<file path="config.mk">
export PLATFORM = sky130hd
export DESIGN_NAME = cpu_pacing_flat
export DESIGN_NICKNAME = d
export VERILOG_FILES = /design/src/design/pacing_pkg.sv /design/src/design/settings_if.sv /design/src/design/cpu_pacing.sv /design/src/flat_wrapper.sv
export SDC_FILE = /design/constraint.sdc
export NUM_CORES = 1
export LEC_CHECK = 0
export BUFFER_PORTS_ARGS = -buffer_cell sky130_fd_sc_hd__buf_2
export CELL_PAD_IN_SITES_DETAIL_PLACEMENT = 0
export CELL_PAD_IN_SITES_GLOBAL_PLACEMENT = 1
export CORE_MARGIN = 2
export CORE_UTILIZATION = 42
export CTS_CLUSTER_SIZE = 12
export DETAILED_ROUTE_END_ITERATION = 10
export MAX_ROUTING_LAYER = met4
export PLACE_DENSITY_LB_ADDON = 0.1
export SLEW_MARGIN = 20
export SYNTH_ARGS = -nofsm -noshare
export SYNTH_HDL_FRONTEND = slang
export SYNTH_SLANG_ARGS = --single-unit
</file>
<file path="constraint.sdc">
create_clock -name clk_sys_117_964 -period 2.3 [get_ports clk_sys_117_964]
set_clock_uncertainty 0.05 [all_clocks]
set_input_delay 0.345 -clock clk_sys_117_964 [delete_from_list [all_inputs] [get_ports clk_sys_117_964]]
set_output_delay 0.345 -clock clk_sys_117_964 [all_outputs]
set_load 0.05 [all_outputs]
</file>
<file path="src/design/pacing_pkg.sv">
//////////////////////////////////////////////////////////////////////
// pacing package
// turbo speeds, CPU clock divider counts and reset lengths
//////////////////////////////////////////////////////////////////////

package pacing_pkg;

  typedef enum logic [1:0] {
    TURBO_1X   = 2'd0,
    TURBO_4X   = 2'd1,
    TURBO_50X  = 2'd2,
    TURBO_FULL = 2'd3
  } turbo_t;

  // divider reload values, 117.964 MHz down to the CPU rate
  typedef logic [11:0] div_count_t;

  localparam div_count_t BASE_DIV_COUNT = 12'd3600;
  localparam div_count_t DIV_COUNT_4X   = div_count_t'(BASE_DIV_COUNT / 4);
  localparam div_count_t DIV_COUNT_50X  = div_count_t'(BASE_DIV_COUNT / 50);

  // reset lengths
  localparam int EXT_RESET_CYCLES = 64;
  localparam int SS_RESET_TICKS   = 4;

  typedef logic [$clog2(EXT_RESET_CYCLES+1)-1:0] ext_count_t;
  typedef logic [$clog2(SS_RESET_TICKS+1)-1:0]   ss_tick_t;

  // audio sample, buzzer drives the low bits only
  typedef logic [14:0] audio_t;
  localparam int AUDIO_ON_BITS = 13;

endpackage

</file>
<file path="src/design/settings_if.sv">
//////////////////////////////////////////////////////////////////////
// settings interface
// host settings from the register block to the CPU pacing logic
//////////////////////////////////////////////////////////////////////

`timescale 1ns/1ps

interface settings_if;
  import pacing_pkg::*;

  turbo_t turbo;
  logic   sound_off;
  logic   cancel_on_event;
  logic   ext_reset;
  // single cycle request to drop back to 1x
  logic   cancel_turbo;

  modport owner (
    output turbo, sound_off, cancel_on_event, ext_reset,
    input  cancel_turbo
  );

  modport user (
    input  turbo, sound_off, cancel_on_event, ext_reset,
    output cancel_turbo
  );

endinterface

</file>
<file path="src/design/cpu_pacing.sv">
//////////////////////////////////////////////////////////////////////
// cpu pacing
// CPU clock enables at four turbo speeds, halt mask, CPU reset,
// turbo cancel on buzzer and the gated audio word
//////////////////////////////////////////////////////////////////////

`timescale 1ns/1ps

module cpu_pacing (
  input  logic               clk_sys_117_964,
  input  logic               reset_turbo_s,
  settings_if.user           settings,
  input  logic               buzzer,
  input  logic               ss_begin_reset,
  input  logic               ss_halt,
  output logic               clk_en,
  output logic               clk_2x_en,
  output logic               cpu_reset,
  output pacing_pkg::audio_t audio_l
);
  import pacing_pkg::*;

  div_count_t reload;
  div_count_t div_q;
  logic       full_speed;
  logic       clk_en_q;
  logic       clk_2x_q;
  ss_tick_t   ss_ticks;

  //////////////////////////////////////////////////////////////////////
  // clock divider
  //////////////////////////////////////////////////////////////////////

  always_comb begin
    case (settings.turbo)
      TURBO_1X:   reload = BASE_DIV_COUNT;
      TURBO_4X:   reload = DIV_COUNT_4X;
      TURBO_50X:  reload = DIV_COUNT_50X;
      TURBO_FULL: reload = '0;
    endcase
  end

  assign full_speed = (reload == '0);

  always_ff @(posedge clk_sys_117_964) begin
    if (reset_turbo_s) begin
      div_q    <= BASE_DIV_COUNT;
      clk_en_q <= 1'b0;
      clk_2x_q <= 1'b0;
    end else begin
      clk_en_q <= 1'b0;
      clk_2x_q <= 1'b0;
      if (full_speed) begin
        // 2x every cycle, 1x every other
        clk_en_q <= ~clk_en_q;
        clk_2x_q <= 1'b1;
      end else if (div_q == '0) begin
        div_q    <= reload;
        clk_en_q <= 1'b1;
        clk_2x_q <= 1'b1;
      end else begin
        div_q <= div_q - 1'b1;
        // second 2x tick halfway through the period
        if (div_q == (reload >> 1)) begin
          clk_2x_q <= 1'b1;
        end
      end
    end
  end

  // savestate halt freezes the CPU
  assign clk_en    = clk_en_q & ~ss_halt;
  assign clk_2x_en = clk_2x_q & ~ss_halt;

  //////////////////////////////////////////////////////////////////////
  // savestate reset and turbo cancel
  //////////////////////////////////////////////////////////////////////

  always_ff @(posedge clk_sys_117_964) begin
    if (reset_turbo_s) begin
      ss_ticks              <= '0;
      settings.cancel_turbo <= 1'b0;
    end else begin
      if (ss_begin_reset) begin
        ss_ticks <= ss_tick_t'(SS_RESET_TICKS);
      end else if (ss_ticks != '0 && clk_2x_en) begin
        ss_ticks <= ss_ticks - 1'b1;
      end
      settings.cancel_turbo <= settings.cancel_on_event && buzzer;
    end
  end

  assign cpu_reset = reset_turbo_s || settings.ext_reset || (ss_ticks != '0);

  // buzzer as a square wave on the low bits
  always_comb begin
    audio_l = '0;
    if (!settings.sound_off) begin
      audio_l[AUDIO_ON_BITS-1:0] = {AUDIO_ON_BITS{buzzer}};
    end
  end

  // every CPU tick lands on a double rate tick
  assert property (@(posedge clk_sys_117_964) disable iff (reset_turbo_s)
    clk_en |-> clk_2x_en)
    else $error("CPU clock enable without a double rate enable");

endmodule

</file>
<file path="src/flat_wrapper.sv">
// flat-port wrapper written by rule: the top's interface ports become plain ports
module cpu_pacing_flat import pacing_pkg::*;
  (clk_sys_117_964, reset_turbo_s, buzzer, ss_begin_reset, ss_halt, clk_en, clk_2x_en, cpu_reset, audio_l, settings_turbo, settings_sound_off, settings_cancel_on_event, settings_ext_reset, settings_cancel_turbo);
  settings_if settings_i ();
  input  logic clk_sys_117_964;
  input  logic reset_turbo_s;
  input  logic buzzer;
  input  logic ss_begin_reset;
  input  logic ss_halt;
  output logic clk_en;
  output logic clk_2x_en;
  output logic cpu_reset;
  output pacing_pkg::audio_t audio_l;
  input wire logic [$bits(settings_i.turbo)-1:0] settings_turbo;
  input wire logic [$bits(settings_i.sound_off)-1:0] settings_sound_off;
  input wire logic [$bits(settings_i.cancel_on_event)-1:0] settings_cancel_on_event;
  input wire logic [$bits(settings_i.ext_reset)-1:0] settings_ext_reset;
  output wire logic [$bits(settings_i.cancel_turbo)-1:0] settings_cancel_turbo;
  assign settings_i.turbo = settings_turbo;
  assign settings_i.sound_off = settings_sound_off;
  assign settings_i.cancel_on_event = settings_cancel_on_event;
  assign settings_i.ext_reset = settings_ext_reset;
  assign settings_cancel_turbo = settings_i.cancel_turbo;
  cpu_pacing u_core (.clk_sys_117_964(clk_sys_117_964), .reset_turbo_s(reset_turbo_s), .settings(settings_i), .buzzer(buzzer), .ss_begin_reset(ss_begin_reset), .ss_halt(ss_halt), .clk_en(clk_en), .clk_2x_en(clk_2x_en), .cpu_reset(cpu_reset), .audio_l(audio_l));
endmodule
</file>
==> metrics <==
nets 178; post-synth cell types 44; Mapped Cells 151; I/O pins 29; row count 19; commonest cells after routing, fill and taps aside buf_2, dfxtp_1, nor2_1; slowest CP cell dfxtp_1; grt ovf 0; Top FF cell, synth dfxtp_1; clock transition at the registers of the reported paths 0.12 ns; Crit Path Category reg -> out; ANT cells 0; WP data arrival 1.44 ns; post-synthesis adder-cell area fraction 4.00%; CP startpoint kind flop; largest area contributor in the netlist dfxtp_1; Slew @ Worst Pin 0.509 ns; crit-path most repeated cell ha_1; area grow syn2layout 5.50%; 1st-iter DRT viols 43; Compound-Gate Fraction of Synth Area 19.0%; CP delay by family, top adder cells; die height 58.6 um; share of layout cells above drive strength 1 25.8%; Vias 1125; pin count of the biggest net entering global routing 17; XOR/XNOR Fraction of Synth Area 1.40%; Post-Place Cells 190; Async SR Flop Fraction 0%; average size of a mapped cell 8.29 sq um; leakage 0.576 nW; Hold Fails Final Rpt 0; Clock Latency Late Sink 0.30 ns; Hold Crit Class in -> reg; Post-CTS Resized 0; synth warn 0; CTS buffer count 3; Initial Util 44.6%; I/O Buffers 26; Slew headroom 66.0%; CP Max Fanout 2; Power Dens Cells 608 nW/um^2; VDD IR-drop max 0.253 mV; Hold-fix buffers, CTS 0; die area 3430 sq um; Post-synth EDFFs 0; Seq/Total Area, Yosys 28.8%; first-pass GRT wire length 4410 um; period utilization 79.7%; Simple-Gate Fraction of Synth Area 31.7%; failing checks design-rule violations; Detailed Route WL 2740 um; CTS max path bufs 2; Final Core Density 47.1%; post-synthesis mux area share 0%; max cap viols 0; cells along the critical path inv_1 -> ha_1 -> ha_1 -> nand2_1 -> buf_2; H-tree levels 1; Max Fclk 546 MHz; critical path capture point type primary output; CTS Root Cell clkbuf_4; wire length per cell 14.1 um; status complete, but fails checks; Initial DRT Pass Iterations 7; Die W 58.6 um; WP buf/inv 2; DPL Wire Length 2010 um; Synth area leaders dfxtp_1, buf_4, a21oi_1, ha_1, nor2_1; CP peak stage delay 0.37 ns; Setup Fix Bufs, Post-CTS 0; most common cell after layout, fill and taps aside buf_2; vias in the first global route 950; Non-Filler Instances 194; RSZ-0062 raised after global routing false; drc violations 6; clock sinks 18; Yosys top cell area share 28.8%; Total Routing Usage GR 17.5%; Final Max Slew Viols 0; largest family of logic cells by synthesized area simple AND/OR/NAND/NOR gates; setup violators final 0; routability cong. 0.806; Critical Path RT 1.90 ns; post-route minimum period 1.83 ns; #FFs+latches synth 18; initial antenna violation count 0; Routed Antenna Nets 0; Core Area 2810 sq um; vias per cell 5.80; Post-Syn Area 1250 sq um; Setup TNS 0 ns; CTS tree done
[path summary, 6_finish.rpt]
kind | startpoint | end | slack, ns | cells past startpoint
worst max-delay path | u_core.ss_ticks[0] | cpu_reset | 0.47 | 5
worst min-delay path | ss_begin_reset | u_core.ss_ticks[0] | 0.17 | 2
worst max register to register | u_core.div_q[1] | u_core.div_q[9] | 0.51 | 6
worst min register to register | u_core.div_q[0] | u_core.div_q[0] | 0.46 | 2
[cells in the mapped netlist, types with 2 or more instances]
cell and number:
dfxtp_1 18, ha_1 4, buf_4 15, nor3b_2 2
nand3_1 8, o21a_1 3, a21oi_1 11, o211a_1 2
buf_6 2, a21o_1 3, nor4b_4 2, nor2_1 13
o21ai_0 5, clkbuf_1 2, nor3_2 2, and3_1 2
nand2_1 11, inv_1 9, nor2b_1 3, a2111oi_0 2
nand4_1 7, or3_1 3
[power breakdown]
group | internal, mW | leakage, nW | switching (mW)
Clock | 0.0965 | 0.0210 | 0.105
Sequential | 0.333 | 0.148 | 0.0425
Combinational | 0.0810 | 0.407 | 0.145
Total | 0.510 | 0.576 | 0.293
[registers in the layout, summed over array words and instances (netlist names)]
register and flops:
u_core.div_q 12, u_core.ss_ticks 3, u_core.clk_2x_q 1, u_core.clk_en_q 1, u_core.settings.cancel_turbo 1
[through the flow]
stage          hold slack, ns  worst slack (ns)  cell area, sq um  total power [mW]
2_1_floorplan           0.372            0.0980              1250             0.578
3_3_place_gp            0.436             0.515              1280             0.608
5_1_grt                 0.165             0.374              1320             0.850
4_1_cts                 0.175             0.472              1320             0.807
3_5_place_dp            0.449             0.474              1280             0.607
6_report                0.173             0.468              1320             0.803
[routing by layer]
metal | track usage (%) | part of all wire, % | vias up
met5 | - | 0 | -
met4 | 8.44 | 1.9 | 0
met3 | 2.64 | 6.9 | 5
met2 | 27.3 | 45 | 43
met1 | 22.0 | 46 | 526
li1 | - | - | 551
[cell families after synthesis]
group / Yosys count
flip-flops: 18
other: 1
AO/OA/AOI/OAI: 34
XOR/XNOR: 2
adder cells (fa/ha/maj): 4
AND/OR/NAND/NOR: 62
buffers and inverters: 30
[cell type report]
class	count	area, sq um
Multi-Input combinational cell	104	709
Clock buffer	4	36.3
Tap cell	31	38.8
Timing Repair Buffer	27	138
Sequential cell	18	360
Inverter	10	37.5
Fill cell	290	1490
Power figures use the tool's default switching activity.
