## src/design/bridge_map_pkg.sv

```systemverilog
//////////////////////////////////////////////////////////////////////
// bridge map package
// host bridge addresses, ROM loading region and bus widths
//////////////////////////////////////////////////////////////////////

package bridge_map_pkg;

  // bridge words
  typedef logic [31:0] bridge_addr_t;
  typedef logic [31:0] bridge_data_t;

  // settings registers
  localparam bridge_addr_t ADDR_RESET  = 32'h0000_0000;
  localparam bridge_addr_t ADDR_SOUND  = 32'h0000_0010;
  localparam bridge_addr_t ADDR_TURBO  = 32'h0000_0100;
  localparam bridge_addr_t ADDR_CANCEL = 32'h0000_0104;

  // upper address nibble of the program ROM window
  localparam logic [3:0] ROM_REGION = 4'h1;

  // program store, 16 bit words with 12 bit instructions
  localparam int ROM_DEPTH = 8192;

  typedef logic [$clog2(ROM_DEPTH)-1:0] rom_word_addr_t;
  typedef logic [15:0]                  rom_word_t;
  typedef logic [11:0]                  rom_insn_t;

endpackage

```

## src/design/rom_loader.sv

```systemverilog
//////////////////////////////////////////////////////////////////////
// rom loader
// turns 32 bit bridge writes into two byte swapped 16 bit ROM words
//////////////////////////////////////////////////////////////////////

`timescale 1ns/1ps

module rom_loader (
  input  logic                          clk_sys_117_964,
  input  logic                          reset_turbo_s,
  input  bridge_map_pkg::bridge_addr_t   bridge_addr,
  input  logic                          bridge_wr,
  input  bridge_map_pkg::bridge_data_t   bridge_wr_data,
  output logic                          wr_en,
  output bridge_map_pkg::rom_word_addr_t wr_addr,
  output bridge_map_pkg::rom_word_t      wr_data
);
  import bridge_map_pkg::*;

  logic      rom_hit;
  logic      pending;
  rom_word_t low_half;

  assign rom_hit = bridge_wr && (bridge_addr[31:28] == ROM_REGION);

  // control state
  always_ff @(posedge clk_sys_117_964) begin
    if (reset_turbo_s) begin
      wr_en   <= 1'b0;
      pending <= 1'b0;
    end else begin
      wr_en   <= rom_hit || pending;
      pending <= rom_hit;
    end
  end

  // payload, bridge data is big endian so the upper half goes first
  always_ff @(posedge clk_sys_117_964) begin
    if (rom_hit) begin
      low_half <= bridge_wr_data[15:0];
      wr_addr  <= bridge_addr[13:1];
      wr_data  <= {bridge_wr_data[23:16], bridge_wr_data[31:24]};
    end else if (pending) begin
      wr_addr <= wr_addr + 1'b1;
      wr_data <= {low_half[7:0], low_half[15:8]};
    end
  end

  // bridge spacing leaves room for the second word
  assert property (@(posedge clk_sys_117_964) disable iff (reset_turbo_s)
    pending |-> !rom_hit)
    else $error("ROM write strobe while the second word is pending");

endmodule

```

## config.mk

```make
export PLATFORM = sky130hd
export DESIGN_NAME = rom_loader
export DESIGN_NICKNAME = d
export VERILOG_FILES = /design/src/design/bridge_map_pkg.sv /design/src/design/rom_loader.sv
export SDC_FILE = /design/constraint.sdc
export NUM_CORES = 1
export LEC_CHECK = 0
export ABC_AREA = 1
export BUFFER_PORTS_ARGS = -buffer_cell sky130_fd_sc_hd__buf_2
export CORE_MARGIN = 4
export CORE_UTILIZATION = 46
export CTS_CLUSTER_DIAMETER = 30
export DETAILED_ROUTE_END_ITERATION = 10
export GPL_ROUTABILITY_DRIVEN = 0
export PLACE_DENSITY_LB_ADDON = 0.15
export SETUP_SLACK_MARGIN = 0.4
export SYNTH_ARGS = -nofsm -noshare
export SYNTH_HDL_FRONTEND = slang
export SYNTH_SLANG_ARGS = --single-unit
```

## constraint.sdc

```tcl
create_clock -name clk_sys_117_964 -period 3.2 [get_ports clk_sys_117_964]
set_clock_uncertainty 0.15 [all_clocks]
set_input_delay 0.64 -clock clk_sys_117_964 [delete_from_list [all_inputs] [get_ports clk_sys_117_964]]
set_output_delay 0.64 -clock clk_sys_117_964 [all_outputs]
set_load 0.01 [all_outputs]
```

==> flow_summary.ini, run 1 <==
[route]
wl_um = 4062
dr.first_iter.drc_count = 93
remaining_drc_errors = 0
wl_per_cell_um = 12.09
first_pass_iters = 4
via_per_inst = 4.720
drtAntennaViolNets = 0
via_count = 1586

[floorplan]
fp-row-count = 24
coreArea_mm2 = 0.004384
dieArea_mm2 = 0.005718
num_io_pins = 97
die_x_um = 75.62
start_util_pct = 47.97
fp.dieH_um = 75.62

[clock_network]
cts_buffers = 5
clock_sinks = 47
path_clk_slew_ns = 0.08
cts_max_level = 2
holdBufCountCts = 0
cts_tree = yes
clockBufferDepth = 2
cts_root_buf = clkbuf_8
post-cts-setup-buffers = 0
clock_latency_ns = 0.29
ctsResizeCount = 0

[synthesis]
syn_avg_cell_area_um2 = 10.62
synthSimpleGateAreaFrac_pct = 23.85
synth_top_area_cell = edfxtp_1
synth_fp_nets = 266
ys_types = 20
synth_area_mm2 = 0.002103
synth_compound_area_share_pct = 2.380
synthTopCellsByArea = edfxtp_1 64%, nand2_1 16%, nand3_1 3.3%, buf_6 3.2%, inv_1 2.0%
synthMuxAreaShare_pct = 0
synth-xor-area-share_pct = 1.666
synthAdderAreaFrac_pct = 0.5949
ys_warn_count = 0
yosysTopAreaCellShare_pct = 64.25
syn_inst = 198
ys_ff_latch = 47
synth_seq_area_share_pct = 66.15
synth_top_family_by_area = simple AND/OR/NAND/NOR gates

[global_route]
grt_max_degree = 36
grt_pass1_wl_um = 6141
grt_pass1_vias = 1419
grt-ovfl-total = 0
track_usage_pct = 14.16
antenna_found_initial = 0

[sta]
finalSetupViolCount = 0
report.final.slew_viol_count = 0
fin_setup_tns_ns = 0
max_freq_ghz = 0.4703
worst_slack_ns = 1.074
grt_setup_unrepaired = false
period_share_pct = 66.45
layout_min_cycle_time_ns = 2.126
worst_pin_slew_ns = 0.4474
finalHoldViolations = 0
relSlewSlack_pct = 70.10

[finish]
fin_nets = 351
fill_cells = 402
fin_area_mm2 = 0.002643
fin_cells = 336
area_growth_pct = 25.64
drive_gt1_share_pct = 35.21
antenna_cells = 0

[setup_path]
cpPeakStageDelay_ns = 0.49
start_kind = primary input
worst-path-stages = 5
cpMaxStageDelayCell = nand2_1
cpLargestDelayFamily = simple AND/OR/NAND/NOR gates
critPathMaxFanout = 21
arrival_ns = 1.98
path_cells = buf_2 -> nor3_2 -> nand3_2 -> nand2_1 -> buf_12
path_class = in -> reg
worst-path-buf-inv = 2
rr_worst_depth = 6
worst-endpoint-required_ns = 3.05
end_kind = flip-flop

[pwr]
powerDensity_mw_per_mm2 = 418.7
leakage_nw = 1.185
ir_worst_vdd_v = 0.0003041

[placed_design]
dpl.cell_count = 328
placed_area_mm2 = 0.002554
hpwl_um = 3017
port_buffers = 81
place_ws_ns = 0.7031

[min_path]
whs_path_depth = 2
hold_path.class = reg -> reg

[outcome]
outcome = complete, no violations

[flow_run]
drv_cap = 0
metrics by stage:
| stage | util [%] | total power [mW] | hold slack, ns |
|---|---|---|---|
| CTS | 60.27 | 1.121 | 0.3580 |
| global placement | 58.25 | 0.7727 | 0.3435 |
| finish | 60.27 | 1.106 | 0.3641 |
| detailed placement | 58.25 | 0.7742 | 0.3478 |
| global route | 60.27 | 1.154 | 0.3487 |
| floorplan | - | 0.7306 | 0.3225 |
cells in the final DEF (no fill, tap or decap), types with 2 or more instances in the layout:
cell,synthesis,layout
nor2_2,3,3
nand4_1,3,3
inv_1,11,11
o21ai_0,4,4
buf_12,0,2
xor2_1,3,3
clkbuf_8,0,5
dfxtp_1,2,2
nand3_1,14,14
buf_2,0,81
nor2_1,7,7
nand2_1,91,91
edfxtp_1,45,45
Yosys cell counts:
library cell,count
inv_2,1
nand3_1,14
nand4_1,3
xnor2_1,1
or2_2,1
a21oi_4,1
inv_1,11
ha_1,1
nand2_1,91
o21ai_2,1
o21ai_0,4
nor3_2,1
nor2_2,3
dfxtp_1,2
buf_6,6
a21oi_1,1
nand3_2,1
xor2_1,3
edfxtp_1,45
nor2_1,7
sequential cells by signal (all words and copies together), names as in the netlist:
name and cells:
low_half 16, pending 1, wr_addr 13, wr_data 16
wr_en 1
worst paths after layout:
path	endpoint	start	slack [ns]
worst min-delay path	wr_en$_SDFF_PP0_	pending$_SDFF_PP0_	0.36
worst max register to register	wr_addr[6]$_DFFE_PP_	wr_addr[0]$_DFFE_PP_	1.50
worst max-delay path	wr_data[11]$_DFFE_PP_	bridge_addr[31]	1.07
worst min register to register	wr_en$_SDFF_PP0_	pending$_SDFF_PP0_	0.36
where the power goes:
part / switching, mW / internal (mW) / leakage, nW / total (mW)
combinational: 0.0333 / 0.0361 / 0.720 / 0.0694
clock: 0.195 / 0.152 / 0.0418 / 0.348
sequential: 0.00495 / 0.684 / 0.423 / 0.689
layer usage:
layer	part of all wire [%]	up-vias	GRT usage (%)	wire [um]
li1	-	823	-	-
met1	38	706	17.18	1538
met2	52	55	24.83	2115
met3	9.7	2	4.485	394
met4	0.32	0	2.913	13
met5	0	-	0	0
worst register-to-register path: cells and delay by family (launching register included):
| family | cells | cell delay (ns) |
|---|---|---|
| and+or+nand+nor | 5 | 0.57 |
| DFF | 1 | 0.45 |
| adders and majority gates | 1 | 0.28 |
logic make-up (layout without fill, tap and decap cells):
| group | count (synthesis) | after routing |
|---|---|---|
| AND/OR/NAND/NOR | 121 | 121 |
| buffers and inverters | 18 | 104 |
| flip-flops | 47 | 47 |
| XOR/XNOR | 4 | 4 |
| adder cells (fa/ha/maj) | 1 | 1 |
| AO/OA/AOI/OAI | 7 | 7 |
final cells by class:
class | instances | area [um2] | area share (%)
Multi-Input combinational cell | 133 | 599.3 | 22.68
Timing Repair Buffer | 84 | 452.9 | 17.14
Clock buffer | 5 | 68.82 | 2.604
Clock inverter | 3 | 20.02 | 0.7576
Sequential cell | 47 | 1391 | 52.65
Tap cell | 52 | 65.06 | 2.462
Inverter | 12 | 45.04 | 1.705
Note: power is estimated with default switching activity, not from simulation.
==> inputs of run 2 (changes only) <==
- CORE_UTILIZATION: 46 -> 42
- clock period: 3.2 -> 1.7 ns (I/O delays scaled with it)
==> run 2 against run 1 <==
Design area is 15% higher. Largest cell class unchanged. Critical path type is now reg -> reg. Combinational power is 130% higher. Clock-buffer cell count stayed put. Via count is 5.4% higher. Sequential share of layout area is 6.8 points lower. Wire length is 9.7% higher. Clock power is 130% higher. Register-to-register slack worse by 1.3 ns.
==> flow_summary.ini, run 2 (same netlist as run 1, synthesis figures left out) <==
[outcome]
outcome = complete, no violations

[finish]
fill_cells = 390
fin_nets = 372
layout_common_cells = 81 x nand2_1, 79 x buf_2, 45 x edfxtp_1, 16 x buf_4
antenna_cells = 0
top_regs = low_half (16), wr_data (16), wr_addr (13)
final_common_cell = nand2_1
fin_cells = 372
drive_gt1_share_pct = 46.56
area_growth_pct = 44.14

[global_route]
grt_max_degree = 30
grt_pass1_vias = 1646
grt-ovfl-total = 0
grt_busiest_layer = met2
use_met3_pct = 4.875
track_usage_pct = 14.80
grt_pass1_wl_um = 7134
use_met1_pct = 15.81
grtUsageMet2_pct = 26.99
antenna_found_initial = 0

[setup_path]
path_class = reg -> reg
critPathMaxFanout = 6
cpMaxStageDelayCell = edfxtp_1
worst-path-buf-inv = 1
worst_path_most_repeated_cell = nand3_2
cpLargestDelayFamily = flip-flops
arrival_ns = 1.45
path_cells = buf_4 -> nand3_2 -> nor2_2 -> or2_4 -> nand3_2 -> nand2_1
reg2reg_slack_ns = 0.16
worst-path-stages = 6
worst-endpoint-required_ns = 1.61
start_kind = flip-flop
cpPeakStageDelay_ns = 0.52
r2r-start = wr_addr[2]$_DFFE_PP_
end_kind = flip-flop
rr_worst_depth = 6
reg2reg_to = wr_addr[6]$_DFFE_PP_

[sta]
worst_slack_ns = 0.1618
finalHoldViolations = 0
worst_pin_slew_ns = 0.2821
period_share_pct = 90.48
finalSetupViolCount = 0
grt_setup_unrepaired = true
hold_slack_ns = 0.06825
layout_min_cycle_time_ns = 1.538
max_freq_ghz = 0.6501
relSlewSlack_pct = 81.19
report.final.slew_viol_count = 0

[min_path]
worstHoldStart = bridge_wr_data[8]
hold_path.class = in -> reg
whs_path_depth = 1
worstHoldEndpoint = low_half[8]$_DFFE_PP_

[floorplan]
die_x_um = 78.77
num_io_pins = 97
start_util_pct = 43.95
fp-row-count = 25
coreArea_mm2 = 0.004786
fp.dieH_um = 78.77
dieArea_mm2 = 0.006204

[placed_design]
hpwl_um = 3043
port_buffers = 81
dpl.cell_count = 345
place_ws_ns = -0.02950

[clock_network]
cts_tree = yes
cts_root_buf = clkbuf_8
holdBufCountCts = 0
clockBufferDepth = 2
clock_sinks = 47
clock_latency_ns = 0.29
cts_max_level = 2
path_clk_slew_ns = 0.09
cts_buffers = 5

[route]
via_per_inst = 4.495
via_count = 1672
drtAntennaViolNets = 0
dr.first_iter.drc_count = 83
wl_um = 4455
first_pass_iters = 4
remaining_drc_errors = 0
wl_per_cell_um = 11.98

[pwr]
powerDensity_mw_per_mm2 = 746.8
leakage_nw = 1.347
ir_worst_vdd_v = 0.0003987
p_total_mw = 2.264

[flow_run]
drv_cap = 0
-- run 2: cell count changes in the layout (fill, tap and decap cells not counted), sizes merged --
cell	change
buf	+21
bufinv	+1
clkinvlp	-1
-- run 2: routing by layer --
| layer | up-vias | routed length (um) |
|---|---|---|
| met4 | 0 | 56 |
| met3 | 7 | 290 |
| met2 | 48 | 2418 |
| met5 | - | 0 |
| met1 | 751 | 1690 |
| li1 | 866 | - |
-- run 2: final cells by class --
class                      count  area [um2]  area share [%]
timing repair buffer         105       663.1           21.87
tap                           67       83.83           2.765
clock buffer                   5       68.82           2.270
clock inverter                 3       43.79           1.444
inverter                      12       47.55           1.568
multi-input combinational    133       733.2           24.18
sequential                    47        1391           45.89
-- run 2: per-stage QoR --
step	utilization (%)	area (um2)	setup TNS (ns)
detailed placement	55.79	2670	-0.1393
global placement	55.79	2670	-0.05311
global route	63.35	3032	0
CTS	60.71	2905	0
finish	63.35	3032	0
floorplan	-	2191	0
-- run 2: worst max path at each step --
stage                                    start                    end  slack, ns
after floorplan           wr_addr[1]$_DFFE_PP_   wr_addr[6]$_DFFE_PP_       0.18
after global placement         bridge_addr[31]  wr_addr[11]$_DFFE_PP_      -0.01
after detailed placement       bridge_addr[31]   wr_addr[7]$_DFFE_PP_      -0.03
after CTS                 wr_addr[0]$_DFFE_PP_             wr_addr[0]       0.21
after global routing      wr_addr[2]$_DFFE_PP_  wr_addr[10]$_DFFE_PP_       0.12
final                     wr_addr[2]$_DFFE_PP_   wr_addr[6]$_DFFE_PP_       0.16
-- run 2: what timing repair did --
item,4_1_cts,5_1_grt
pin swaps,0,9
resized for setup,9,16
endpoints found under the setup margin,67,43
buffers inserted,11,8
-- run 2: worst register-to-register path, stage by stage (launching register included) --
cell	delay, ns
edfxtp_1	0.52
buf_4	0.19
nand3_2	0.08
nor2_2	0.04
or2_4	0.22
nand3_2	0.05
nand2_1	0.04
-- run 2: report_power, final --
part / switching [mW] / internal (mW)
logic: 0.0734 / 0.0844
clock network: 0.370 / 0.438
registers: 0.0101 / 1.29
