### src/design/bridge_map_pkg.sv
//////////////////////////////////////////////////////////////////////
// bridge map package
// host bridge addresses, ROM loading region and bus widths
//////////////////////////////////////////////////////////////////////

package bridge_map_pkg;

  // bridge words
  typedef logic [31:0] bridge_addr_t;
  typedef logic [31:0] bridge_data_t;

  // settings registers
  localparam bridge_addr_t ADDR_RESET  = 32'h0000_0000;
  localparam bridge_addr_t ADDR_SOUND  = 32'h0000_0010;
  localparam bridge_addr_t ADDR_TURBO  = 32'h0000_0100;
  localparam bridge_addr_t ADDR_CANCEL = 32'h0000_0104;

  // upper address nibble of the program ROM window
  localparam logic [3:0] ROM_REGION = 4'h1;

  // program store, 16 bit words with 12 bit instructions
  localparam int ROM_DEPTH = 8192;

  typedef logic [$clog2(ROM_DEPTH)-1:0] rom_word_addr_t;
  typedef logic [15:0]                  rom_word_t;
  typedef logic [11:0]                  rom_insn_t;

endpackage

### src/design/pacing_pkg.sv
//////////////////////////////////////////////////////////////////////
// pacing package
// turbo speeds, CPU clock divider counts and reset lengths
//////////////////////////////////////////////////////////////////////

package pacing_pkg;

  typedef enum logic [1:0] {
    TURBO_1X   = 2'd0,
    TURBO_4X   = 2'd1,
    TURBO_50X  = 2'd2,
    TURBO_FULL = 2'd3
  } turbo_t;

  // divider reload values, 117.964 MHz down to the CPU rate
  typedef logic [11:0] div_count_t;

  localparam div_count_t BASE_DIV_COUNT = 12'd3600;
  localparam div_count_t DIV_COUNT_4X   = div_count_t'(BASE_DIV_COUNT / 4);
  localparam div_count_t DIV_COUNT_50X  = div_count_t'(BASE_DIV_COUNT / 50);

  // reset lengths
  localparam int EXT_RESET_CYCLES = 64;
  localparam int SS_RESET_TICKS   = 4;

  typedef logic [$clog2(EXT_RESET_CYCLES+1)-1:0] ext_count_t;
  typedef logic [$clog2(SS_RESET_TICKS+1)-1:0]   ss_tick_t;

  // audio sample, buzzer drives the low bits only
  typedef logic [14:0] audio_t;
  localparam int AUDIO_ON_BITS = 13;

endpackage

### src/design/settings_if.sv
//////////////////////////////////////////////////////////////////////
// settings interface
// host settings from the register block to the CPU pacing logic
//////////////////////////////////////////////////////////////////////

`timescale 1ns/1ps

interface settings_if;
  import pacing_pkg::*;

  turbo_t turbo;
  logic   sound_off;
  logic   cancel_on_event;
  logic   ext_reset;
  // single cycle request to drop back to 1x
  logic   cancel_turbo;

  modport owner (
    output turbo, sound_off, cancel_on_event, ext_reset,
    input  cancel_turbo
  );

  modport user (
    input  turbo, sound_off, cancel_on_event, ext_reset,
    output cancel_turbo
  );

endinterface

### src/design/core_settings.sv
//////////////////////////////////////////////////////////////////////
// core settings
// bridge write decode for turbo, sound and cancel settings, the timed
// external reset and the turbo readback
//////////////////////////////////////////////////////////////////////

`timescale 1ns/1ps

module core_settings (
  input  logic                        clk_sys_117_964,
  input  logic                        reset_turbo_s,
  input  bridge_map_pkg::bridge_addr_t bridge_addr,
  input  logic                        bridge_wr,
  input  bridge_map_pkg::bridge_data_t bridge_wr_data,
  output bridge_map_pkg::bridge_data_t bridge_rd_data,
  settings_if.owner                   settings
);
  import bridge_map_pkg::*;
  import pacing_pkg::*;

  ext_count_t reset_delay;

  //////////////////////////////////////////////////////////////////////
  // settings registers
  //////////////////////////////////////////////////////////////////////

  always_ff @(posedge clk_sys_117_964) begin
    if (reset_turbo_s) begin
      settings.turbo           <= TURBO_1X;
      settings.sound_off       <= 1'b0;
      settings.cancel_on_event <= 1'b0;
      settings.ext_reset       <= 1'b0;
      reset_delay              <= '0;
    end else begin
      // external reset countdown, flag drops together with the last count
      if (reset_delay != '0) begin
        reset_delay        <= reset_delay - 1'b1;
        settings.ext_reset <= (reset_delay != ext_count_t'(1));
      end

      if (bridge_wr) begin
        case (bridge_addr)
          ADDR_RESET: begin
            reset_delay        <= ext_count_t'(EXT_RESET_CYCLES);
            settings.ext_reset <= 1'b1;
          end
          ADDR_SOUND:  settings.sound_off       <= bridge_wr_data[0];
          ADDR_TURBO:  settings.turbo           <= turbo_t'(bridge_wr_data[1:0]);
          ADDR_CANCEL: settings.cancel_on_event <= bridge_wr_data[0];
          default: ;
        endcase
      end

      // buzzer event wins over a turbo write in the same cycle
      if (settings.cancel_turbo) begin
        settings.turbo <= TURBO_1X;
      end
    end
  end

  //////////////////////////////////////////////////////////////////////
  // readback, only turbo is visible
  //////////////////////////////////////////////////////////////////////

  always_comb begin
    bridge_rd_data = '0;
    if (bridge_addr == ADDR_TURBO) begin
      bridge_rd_data[1:0] = settings.turbo;
    end
  end

  // reset flag and counter must stay in step
  assert property (@(posedge clk_sys_117_964) disable iff (reset_turbo_s)
    settings.ext_reset |-> (reset_delay != '0))
    else $error("ext_reset high with an empty reset counter");

endmodule

### src/flat_wrapper.sv
// flat-port wrapper written by rule: the top's interface ports become plain ports
module core_settings_flat import bridge_map_pkg::*; import pacing_pkg::*;
  (clk_sys_117_964, reset_turbo_s, bridge_addr, bridge_wr, bridge_wr_data, bridge_rd_data, settings_turbo, settings_sound_off, settings_cancel_on_event, settings_ext_reset, settings_cancel_turbo);
  settings_if settings_i ();
  input  logic clk_sys_117_964;
  input  logic reset_turbo_s;
  input  bridge_map_pkg::bridge_addr_t bridge_addr;
  input  logic bridge_wr;
  input  bridge_map_pkg::bridge_data_t bridge_wr_data;
  output bridge_map_pkg::bridge_data_t bridge_rd_data;
  output wire logic [$bits(settings_i.turbo)-1:0] settings_turbo;
  output wire logic [$bits(settings_i.sound_off)-1:0] settings_sound_off;
  output wire logic [$bits(settings_i.cancel_on_event)-1:0] settings_cancel_on_event;
  output wire logic [$bits(settings_i.ext_reset)-1:0] settings_ext_reset;
  input wire logic [$bits(settings_i.cancel_turbo)-1:0] settings_cancel_turbo;
  assign settings_turbo = settings_i.turbo;
  assign settings_sound_off = settings_i.sound_off;
  assign settings_cancel_on_event = settings_i.cancel_on_event;
  assign settings_ext_reset = settings_i.ext_reset;
  assign settings_i.cancel_turbo = settings_cancel_turbo;
  core_settings u_core (.clk_sys_117_964(clk_sys_117_964), .reset_turbo_s(reset_turbo_s), .bridge_addr(bridge_addr), .bridge_wr(bridge_wr), .bridge_wr_data(bridge_wr_data), .bridge_rd_data(bridge_rd_data), .settings(settings_i));
endmodule
### config.mk
export PLATFORM = sky130hd
export DESIGN_NAME = core_settings_flat
export DESIGN_NICKNAME = d
export VERILOG_FILES = /design/src/design/bridge_map_pkg.sv /design/src/design/pacing_pkg.sv /design/src/design/settings_if.sv /design/src/design/core_settings.sv /design/src/flat_wrapper.sv
export SDC_FILE = /design/constraint.sdc
export NUM_CORES = 1
export LEC_CHECK = 0
export CAP_MARGIN = 10
export CORE_MARGIN = 2
export CORE_UTILIZATION = 51
export DETAILED_ROUTE_END_ITERATION = 10
export DONT_BUFFER_PORTS = 1
export GPL_ROUTABILITY_DRIVEN = 0
export HOLD_SLACK_MARGIN = 0.1
export PLACE_DENSITY = 0.66
export SLEW_MARGIN = 20
export SYNTH_ARGS = -nofsm -noshare
export SYNTH_HDL_FRONTEND = slang
export SYNTH_SLANG_ARGS = --single-unit
export TNS_END_PERCENT = 30
### constraint.sdc
create_clock -name clk_sys_117_964 -period 2.25 [get_ports clk_sys_117_964]
set_input_delay 0.225 -clock clk_sys_117_964 [delete_from_list [all_inputs] [get_ports clk_sys_117_964]]
set_output_delay 0.225 -clock clk_sys_117_964 [all_outputs]
set_load 0.05 [all_outputs]
==> metrics.yaml, run 1 <==
worst_hold_path:
  hold_path_class: "in2reg"
  min_path_cells: 2
  hold_end: "u_core.settings.turbo[1]"
  min_from: "settings_cancel_turbo"
sta:
  setup_viol_count_final: 0
  maxSlewViolCount: 0
  hold_slack_ns: 0.123
  rsz0062_at_grt: "false"
  post-route-period-util_pct: 68.9
  final.setup.worst_slack_ns: 0.700
  fin_crit_ns: 1.55
  finClkSkew_ns: 0.00205
  worst_slew_pin_slew_ns: 0.511
  hold_violations: 0
  slew_headroom_pct: 65.9
  fmax_ghz: 0.645
place:
  dp_slack_ns: 0.691
  dp_hpwl_um: 1530
  portBuffers: 0
cells_and_area:
  layout-drive-gt1-share_pct: 25.2
  final_common_cell: "conb_1"
  nFillCells: 188
  multi_input_area_um2: 726
  register_area_um2: 240
  final_nets: 195
  n_antenna_cell: 0
  mostFrequentLayoutCells: "conb_1 (30), dfxtp_1 (12), nor2_1 (7)"
  final_core_util_pct: 55.7
  areaGrowthSynthToFinish_pct: 2.44
grt:
  grt_usage_pct: 15.1
  grt_pass1_vias: 722
  antenna_found_initial: 0
  grt_overflow: 0
  grt_pass1_wl_um: 2930
  grt_max_degree: 8
power:
  p_per_area_nw_per_um2: 982
  finalPower_mw: 1.08
  power.leakage_nw: 0.442
  irDropWorstVdd_v: 0.000501
routing:
  wire_per_inst_um: 12.1
  vias_per_cell: 4.95
  drc_errors: 0
  finalWirelength_um: 1820
  ant_nets: 0
  vias: 742
  dr.first_iter.drc_count: 4
  drtPass1Iterations: 4
synth:
  yosysSeqAreaShare_pct: 22.3
  avgSynthCellArea_um2: 9.53
  netlist_area_um2: 1080
  synth_top_cell_area_share_pct: 22.3
  yosysTopAreaCell: "dfxtp_1"
  synth_cell_types: 35
  syn_inst: 113
  synth_warnings: 0
  synth_area_leaders: "dfxtp_1 (22%), buf_4 (21%), nor4_4 (7.9%)"
  ys_ff_latch: 12
clocking:
  post_cts_resized: 0
  cts_num_sinks: 12
  cts_root_buf: "clkbuf_4"
  postCtsSetupBuffers: 0
  clkSlewWorstSetupHoldPaths_ns: 0.08
  postCtsHoldBufs: 3
  insertion_delay_ns: 0.27
  cts_tree: "yes"
  cts_inserted_buffers: 3
  cts_max_level: 1
  cts_buffer_depth: 2
setup_path:
  arrival_ns: 1.32
  crit_fanout: 5
  startpoint_type: "input port"
  worstReg2RegStart: "u_core.reset_delay[3]"
  worst-setup-path-type: "in2out"
  r2r-end: "u_core.reset_delay[0]"
  ff2ff_setup_slack_ns: 0.89
  worst_r2r_path_depth: 4
  worst_ep_required_time_ns: 2.03
  cp-end-kind: "output pin"
outcome:
  status: "finished clean"
floorplanning:
  die_h_um: 50.0
  io_pins: 105
  initial_utilization_pct: 54.4
  rows: 16
  die_area_um2: 2500
  coreArea_um2: 1980
  die_x_um: 50.0
run:
  drv_cap: 0
power breakdown:
group          switching (mW)  internal (mW)  leakage [nW]
Combinational           0.318          0.224         0.322
Clock                  0.0731         0.0983        0.0210
Sequential             0.0934          0.277        0.0985
metal layers:
metal	track usage [%]	up-vias	routed length [um]
li1	-	361	-
met1	14.6	337	619
met2	28.9	42	1020
met3	6.36	2	157
met4	4.17	0	13
met5	0	-	0
layout make-up:
type	instances	share of cell area (%)
Sequential cell	12	21.8
Clock buffer	4	3.29
Inverter	2	0.680
Timing Repair Buffer	7	5.44
Tap cell	27	3.06
Multi-Input combinational cell	98	65.8
worst max-delay path, stage by stage:
cell and delay, ns:
nor4_2 0.33, nand4_2 0.24, nor4b_2 0.30, buf_4 0.24
cell families after synthesis:
| group | share of synthesized area, % |
|---|---|
| simple gates | 38.9 |
| other cells | 0.348 |
| mux | 2.79 |
| fa+ha+maj | 3.48 |
| xor+xnor | 4.07 |
| buf+inv | 21.6 |
| flops | 22.3 |
| compound gates | 6.50 |
per-stage QoR:
step / setup TNS, ns / area [um^2] / instances
after global placement: 0 / 1040 / 143
after global routing: 0 / 1100 / 150
after CTS: 0 / 1100 / 150
after floorplan: -0.784 / 1190 / 142
final: 0 / 1100 / 150
after detailed placement: 0 / 1040 / 143
cells in the mapped netlist:
master / number
a211oi_2: 1
a21oi_1: 4
a31o_4: 1
and4_1: 1
and4_4: 2
buf_4: 30
conb_1: 1
dfxtp_1: 12
ha_1: 3
inv_1: 2
mux2i_1: 3
nand2_1: 6
nand2b_1: 4
nand3_1: 1
nand3_2: 1
nand3b_2: 1
nand4_1: 2
nand4_2: 2
nor2_1: 7
nor2b_1: 1
nor3_1: 2
nor3_2: 1
nor3_4: 1
nor3b_1: 3
nor3b_2: 1
nor4_2: 3
nor4_4: 4
nor4b_1: 2
nor4b_2: 1
o21ai_0: 1
o31ai_1: 2
or2_2: 1
or3_4: 1
xnor2_1: 3
xor2_1: 2
flip-flops by register name (all words and copies together), names as in the netlist:
register and cells:
u_core.reset_delay 7, u_core.settings.cancel_on_event 1, u_core.settings.ext_reset 1, u_core.settings.sound_off 1
u_core.settings.turbo 2
how the worst max path moves through the flow:
stage,slack (ns),endpoint,startpoint,cells past startpoint
5_1_grt,0.55,bridge_rd_data[1],bridge_addr[21],4
4_1_cts,0.68,bridge_rd_data[1],bridge_addr[26],4
2_1_floorplan,-0.39,bridge_rd_data[0],bridge_addr[26],3
6_report,0.70,bridge_rd_data[1],bridge_addr[26],4
3_5_place_dp,0.69,bridge_rd_data[1],bridge_addr[26],4
3_3_place_gp,0.73,bridge_rd_data[0],bridge_addr[21],4
No activity file was read; power rests on OpenSTA's default activity.
==> run 2: changes to the inputs <==
- clock period: 2.25 -> 1.6 ns (I/O delays scaled with it)
==> run 2 against run 1 <==
  * Sequential share of layout area shrank 1.0 points
  * Cell count up 4.0%
  * Die area unchanged
  * Register-to-register slack got worse by 0.64 ns
  * Via count grew 7.3%
  * Clock power increased by 43%
  * Flip-flop and latch count unchanged
  * Non-clock buffer count grew 6
  * Setup slack lost 0.51 ns
  * Final area rose by 5.0%
  * Critical path depth increased by 1
  * Critical path type is now in2reg
  * Critical endpoint is now u_core.settings.turbo[1]
  * Highest routed layer unchanged
==> metrics.yaml, run 2 (same netlist as run 1, synthesis figures left out) <==
place:
  dp_slack_ns: 0.190
  dp_hpwl_um: 1560
  portBuffers: 0
  place_inst: 145
  place_area_um2: 1050
setup_path:
  cp-end-kind: "flip-flop"
  crit_buf_inv: 1
  startpoint_type: "input port"
  worst_ep_required_time_ns: 1.81
  arrival_ns: 1.61
  cp_top_family: "simple AND/OR/NAND/NOR gates"
  path_cells: "nor4_2 -> and4_4 -> nand4_1 -> dlygate4sd3_1 -> a21oi_1"
  worst-setup-path-type: "in2reg"
  slowest_delay_ns: 0.56
  cpMaxStageDelayCell: "dlygate4sd3_1"
  crit_fanout: 5
sta:
  finClkSkew_ns: 0.000856
  post-route-period-util_pct: 87.9
  worst_slew_pin_slew_ns: 0.511
  final.setup.worst_slack_ns: 0.194
  hold_violations: 0
  fmax_ghz: 0.711
  slew_headroom_pct: 65.9
  setup_viol_count_final: 0
  maxSlewViolCount: 0
  fin_crit_ns: 1.41
  rsz0062_at_grt: "false"
power:
  finalPower_mw: 1.55
  power.leakage_nw: 0.463
  irDropWorstVdd_v: 0.000624
  p_per_area_nw_per_um2: 1340
clocking:
  post_cts_resized: 0
  cts_num_sinks: 12
  cts_max_level: 1
  cts_tree: "yes"
  cts_buffer_depth: 2
  clkSlewWorstSetupHoldPaths_ns: 0.08
  cts_root_buf: "clkbuf_4"
  cts_inserted_buffers: 3
  postCtsSetupBuffers: 0
  insertion_delay_ns: 0.27
routing:
  ant_nets: 0
  wl_met3_um: 190
  dr.first_iter.drc_count: 5
  wl_met1_um: 632
  vias_per_cell: 5.10
  finalWirelength_um: 1870
  drtPass1Iterations: 4
  drc_errors: 0
  highest_layer: "met4"
  wire_per_inst_um: 12.0
  vias: 796
  dr_wl_met2_um: 1020
outcome:
  status: "finished clean"
grt:
  grt_pass1_vias: 750
  grt_usage_pct: 16.2
  grt_overflow: 0
  grt_max_degree: 8
  antenna_found_initial: 0
  grt_pass1_wl_um: 3110
cells_and_area:
  top_regs: "u_core.reset_delay: 7 flops, u_core.settings.turbo: 2 flops"
  final_common_cell: "conb_1"
  fin_cells: 156
  design_area_um2: 1160
  layout-drive-gt1-share_pct: 25.6
  areaGrowthSynthToFinish_pct: 7.55
  largest_reg_flops: 7
  final_nets: 201
  mostFrequentLayoutCells: "conb_1 (30), dfxtp_1 (12), nor2_1 (7), dlygate4sd3_1 (7)"
  n_antenna_cell: 0
  top_register: "u_core.reset_delay"
floorplanning:
  die_x_um: 50.0
  io_pins: 105
  coreArea_um2: 1980
  die_area_um2: 2500
  initial_utilization_pct: 54.4
  rows: 16
  die_h_um: 50.0
run:
  drv_cap: 0
worst_hold_path:
  hold_path_class: "in2reg"
-- run 2: changes by cell type in the layout (fill, tap and decap cells not counted) --
cell	change
buf_4	+2
dlygate4sd3_1	+4
-- run 2: worst paths after layout --
| check | from | end | slack, ns | cells past startpoint |
|---|---|---|---|---|
| max reg2reg | u_core.reset_delay[3] | u_core.reset_delay[0] | 0.25 | 4 |
| min reg2reg | u_core.settings.sound_off | u_core.settings.sound_off | 0.49 | 2 |
| min | bridge_wr | u_core.settings.cancel_on_event | 0.13 | 3 |
| max | bridge_addr[21] | u_core.settings.turbo[1] | 0.19 | 5 |
-- run 2: what timing repair did --
action | CTS | global route
endpoints found under the hold margin | 12 | 0
hold buffers | 7 | 0
setup endpoints to repair | 0 | 0
-- run 2: per-layer routing --
layer | vias to the layer above | global-route usage (%)
met3 | 7 | 6.67
met1 | 367 | 16.7
li1 | 378 | -
met5 | - | 0
met4 | 0 | 4.17
met2 | 44 | 29.8
-- run 2: worst register-to-register path, cell delays in order (launching register included) --
cell	delay (ns)
dfxtp_1	0.38
nor4_2	0.40
nand3b_2	0.23
xnor2_1	0.19
nor2_1	0.05
-- run 2: layout make-up --
class	instances	area, um^2
fillers	182	823
multi-input cells	98	726
flip-flops and latches	12	240
repair buffers	13	115
clock buffers	4	36.3
well taps	27	33.8
inverters	2	7.51
-- run 2: stage by stage --
step / util, % / TNS (ns) / hold WS [ns]
after detailed placement: 53.1 / 0 / 0.232
after global routing: 58.5 / 0 / 0.142
after CTS: 58.5 / 0 / 0.118
final: 58.5 / 0 / 0.127
after global placement: 53.1 / 0 / 0.231
after floorplan: - / -0.481 / 0.229
-- run 2: power breakdown --
part | internal, mW | total, mW | leakage, nW | switching, mW
Sequential | 0.390 | 0.487 | 0.0985 | 0.0968
Clock | 0.138 | 0.244 | 0.0210 | 0.106
Combinational | 0.332 | 0.823 | 0.344 | 0.491
==> run 3: changes to the inputs <==
- BUFFER_PORTS_ARGS: unset -> -buffer_cell sky130_fd_sc_hd__buf_2
- CORE_UTILIZATION: 51 -> 36
- DONT_BUFFER_PORTS: 1 -> unset
- PLACE_DENSITY: 0.66 -> 0.8
- clock period: 1.6 -> 1.59 ns (I/O delays scaled with it)
==> run 3 against run 2 <==
  * The flow now finishes with violations (design-rule violations)
  * Wire length increased by 4.9%
  * Global-route usage decreased by 3.5 points
  * Die area up 38%
  * Via count up 11%
  * Clock-buffer cell count did not move
  * Sequential share of layout area down 2.2 points
  * Setup slack got worse by 0.046 ns
  * Critical path depth stayed put
  * Hold slack worse by 0.010 ns
==> metrics.yaml, run 3 (same netlist as run 1, synthesis figures left out) <==
setup_path:
  crit_fanout: 3
  worst_r2r_path_depth: 4
  worstReg2RegStart: "u_core.reset_delay[3]"
  ff2ff_setup_slack_ns: 0.24
  worst_ep_required_time_ns: 1.43
  r2r-end: "u_core.reset_delay[1]"
  arrival_ns: 1.28
  startpoint_type: "input port"
  cp-end-kind: "output pin"
  worst-setup-path-type: "in2out"
cells_and_area:
  largest_reg_flops: 7
  top_regs: "u_core.reset_delay: 7 flops, u_core.settings.turbo: 2 flops"
  nFillCells: 286
  final_nets: 234
  mostFrequentLayoutCells: "buf_2 (42), conb_1 (30), dfxtp_1 (12)"
  areaGrowthSynthToFinish_pct: 20.4
  n_antenna_cell: 0
  final_common_cell: "buf_2"
  top_register: "u_core.reset_delay"
  multi_input_area_um2: 734
  layout-drive-gt1-share_pct: 45.1
  register_area_um2: 240
clocking:
  cts_max_level: 1
  clkSlewWorstSetupHoldPaths_ns: 0.08
  cts_tree: "yes"
  cts_inserted_buffers: 3
  postCtsHoldBufs: 0
  cts_num_sinks: 12
  cts_root_buf: "clkbuf_4"
  insertion_delay_ns: 0.27
  cts_buffer_depth: 2
floorplanning:
  coreArea_um2: 2810
  die_area_um2: 3450
  die_x_um: 58.7
  io_pins: 105
  rows: 19
  die_h_um: 58.7
  initial_utilization_pct: 38.4
worst_hold_path:
  min_path_cells: 2
  min_from: "reset_turbo_s"
  hold_path_class: "in2reg"
  hold_end: "u_core.settings.ext_reset"
outcome:
  status: "finished with violations"
  violations: "design-rule violations"
sta:
  setup_viol_count_final: 0
  finClkSkew_ns: 0.00174
  hold_violations: 0
  maxSlewViolCount: 0
  rsz0062_at_grt: "false"
  hold_slack_ns: 0.116
  fmax_ghz: 0.694
  post-route-period-util_pct: 90.7
  fin_crit_ns: 1.44
  tns_ns: 0
power:
  seqPwrFrac_pct: 30.5
  swShare_pct: 44.6
  p_per_area_nw_per_um2: 1230
  cell_internal_pwr_mw: 0.882
  power.leakage_nw: 0.600
  irDropWorstVdd_v: 0.000436
  netSwitchingPower_mw: 0.711
  clkPwrFrac_pct: 15.2
  power_frac_comb_pct: 54.2
run:
  drv_cap: 0
grt:
  grt_max_degree: 8
  top_usage_layer: "met2"
  antenna_found_initial: 0
  grt_pass1_vias: 885
  grtUsageMet2_pct: 23.8
  grt_overflow: 0
  met1_usage_pct: 12.5
  grt_pass1_wl_um: 3350
  grt_usage_pct: 12.7
  grtUsageMet3_pct: 4.62
routing:
  finalWirelength_um: 1960
  wire_per_inst_um: 10.2
  drtPass1Iterations: 7
  dr.first_iter.drc_count: 11
  drc_errors: 3
  vias: 885
  vias_per_cell: 4.59
  ant_nets: 0
place:
  portBuffers: 44
  dp_hpwl_um: 1680
-- run 3: cell types whose count changed in the layout (fill, tap and decap cells not counted), sizes merged --
cell | previous run | this run
buf | 6 | 46
dlygate4sd3 | 7 | 0
-- run 3: repair_timing --
| action | 4_1_cts | 5_1_grt |
|---|---|---|
| hold endpoints to repair | 0 | 0 |
| setup buffers | 0 | 0 |
| resized for setup | 0 | 5 |
| endpoints found under the setup margin | 0 | 2 |
-- run 3: how the worst max path moves through the flow --
| stage | to | slack (ns) | start | cells past startpoint |
|---|---|---|---|---|
| after global routing | bridge_rd_data[1] | 0.02 | bridge_addr[30] | 5 |
| after detailed placement | bridge_rd_data[1] | 0.08 | bridge_addr[26] | 5 |
| after global placement | bridge_rd_data[1] | 0.07 | bridge_addr[26] | 5 |
| after floorplan | bridge_rd_data[0] | -0.25 | bridge_addr[26] | 3 |
| final | bridge_rd_data[1] | 0.15 | bridge_addr[21] | 5 |
| after CTS | bridge_rd_data[1] | 0.08 | bridge_addr[26] | 5 |
-- run 3: final cells by class --
type                    count  share of cell area (%)
multi-input cells          98                    56.6
flip-flops and latches     12                    18.5
repair buffers             46                    18.5
well taps                  31                    2.99
clock buffers               4                    2.80
inverters                   2                   0.579
-- run 3: worst max-delay path: stages --
cell and delay (ns):
buf_2 0.10, nor4_2 0.32, nand4_2 0.17, nor4b_2 0.29
buf_4 0.24
-- run 3: per-layer routing --
metal  wire, um  vias to the layer above
met1        754                      393
li1           -                      440
met4         13                        0
met2        987                       50
met3        207                        2
met5          0                        -
-- run 3: power by group through the flow --
stage                     sequential [mW]  clock (mW)  combinational (mW)
after global routing                0.497       0.263               0.949
after CTS                           0.486       0.254               0.870
after global placement              0.491           0               0.851
final                               0.486       0.242               0.864
after detailed placement            0.492           0               0.866
after floorplan                     0.517           0               0.745
-- run 3: stage by stage --
stage	cells	worst slack [ns]	util [%]	total power [mW]	instance area (um^2)
after global routing	193	0.0179	46.3	1.71	1300
after CTS	193	0.0762	45.8	1.61	1280
after floorplan	142	-0.249	-	1.26	1200
after global placement	189	0.0735	44.5	1.34	1250
final	193	0.148	46.3	1.59	1300
after detailed placement	189	0.0839	44.5	1.36	1250
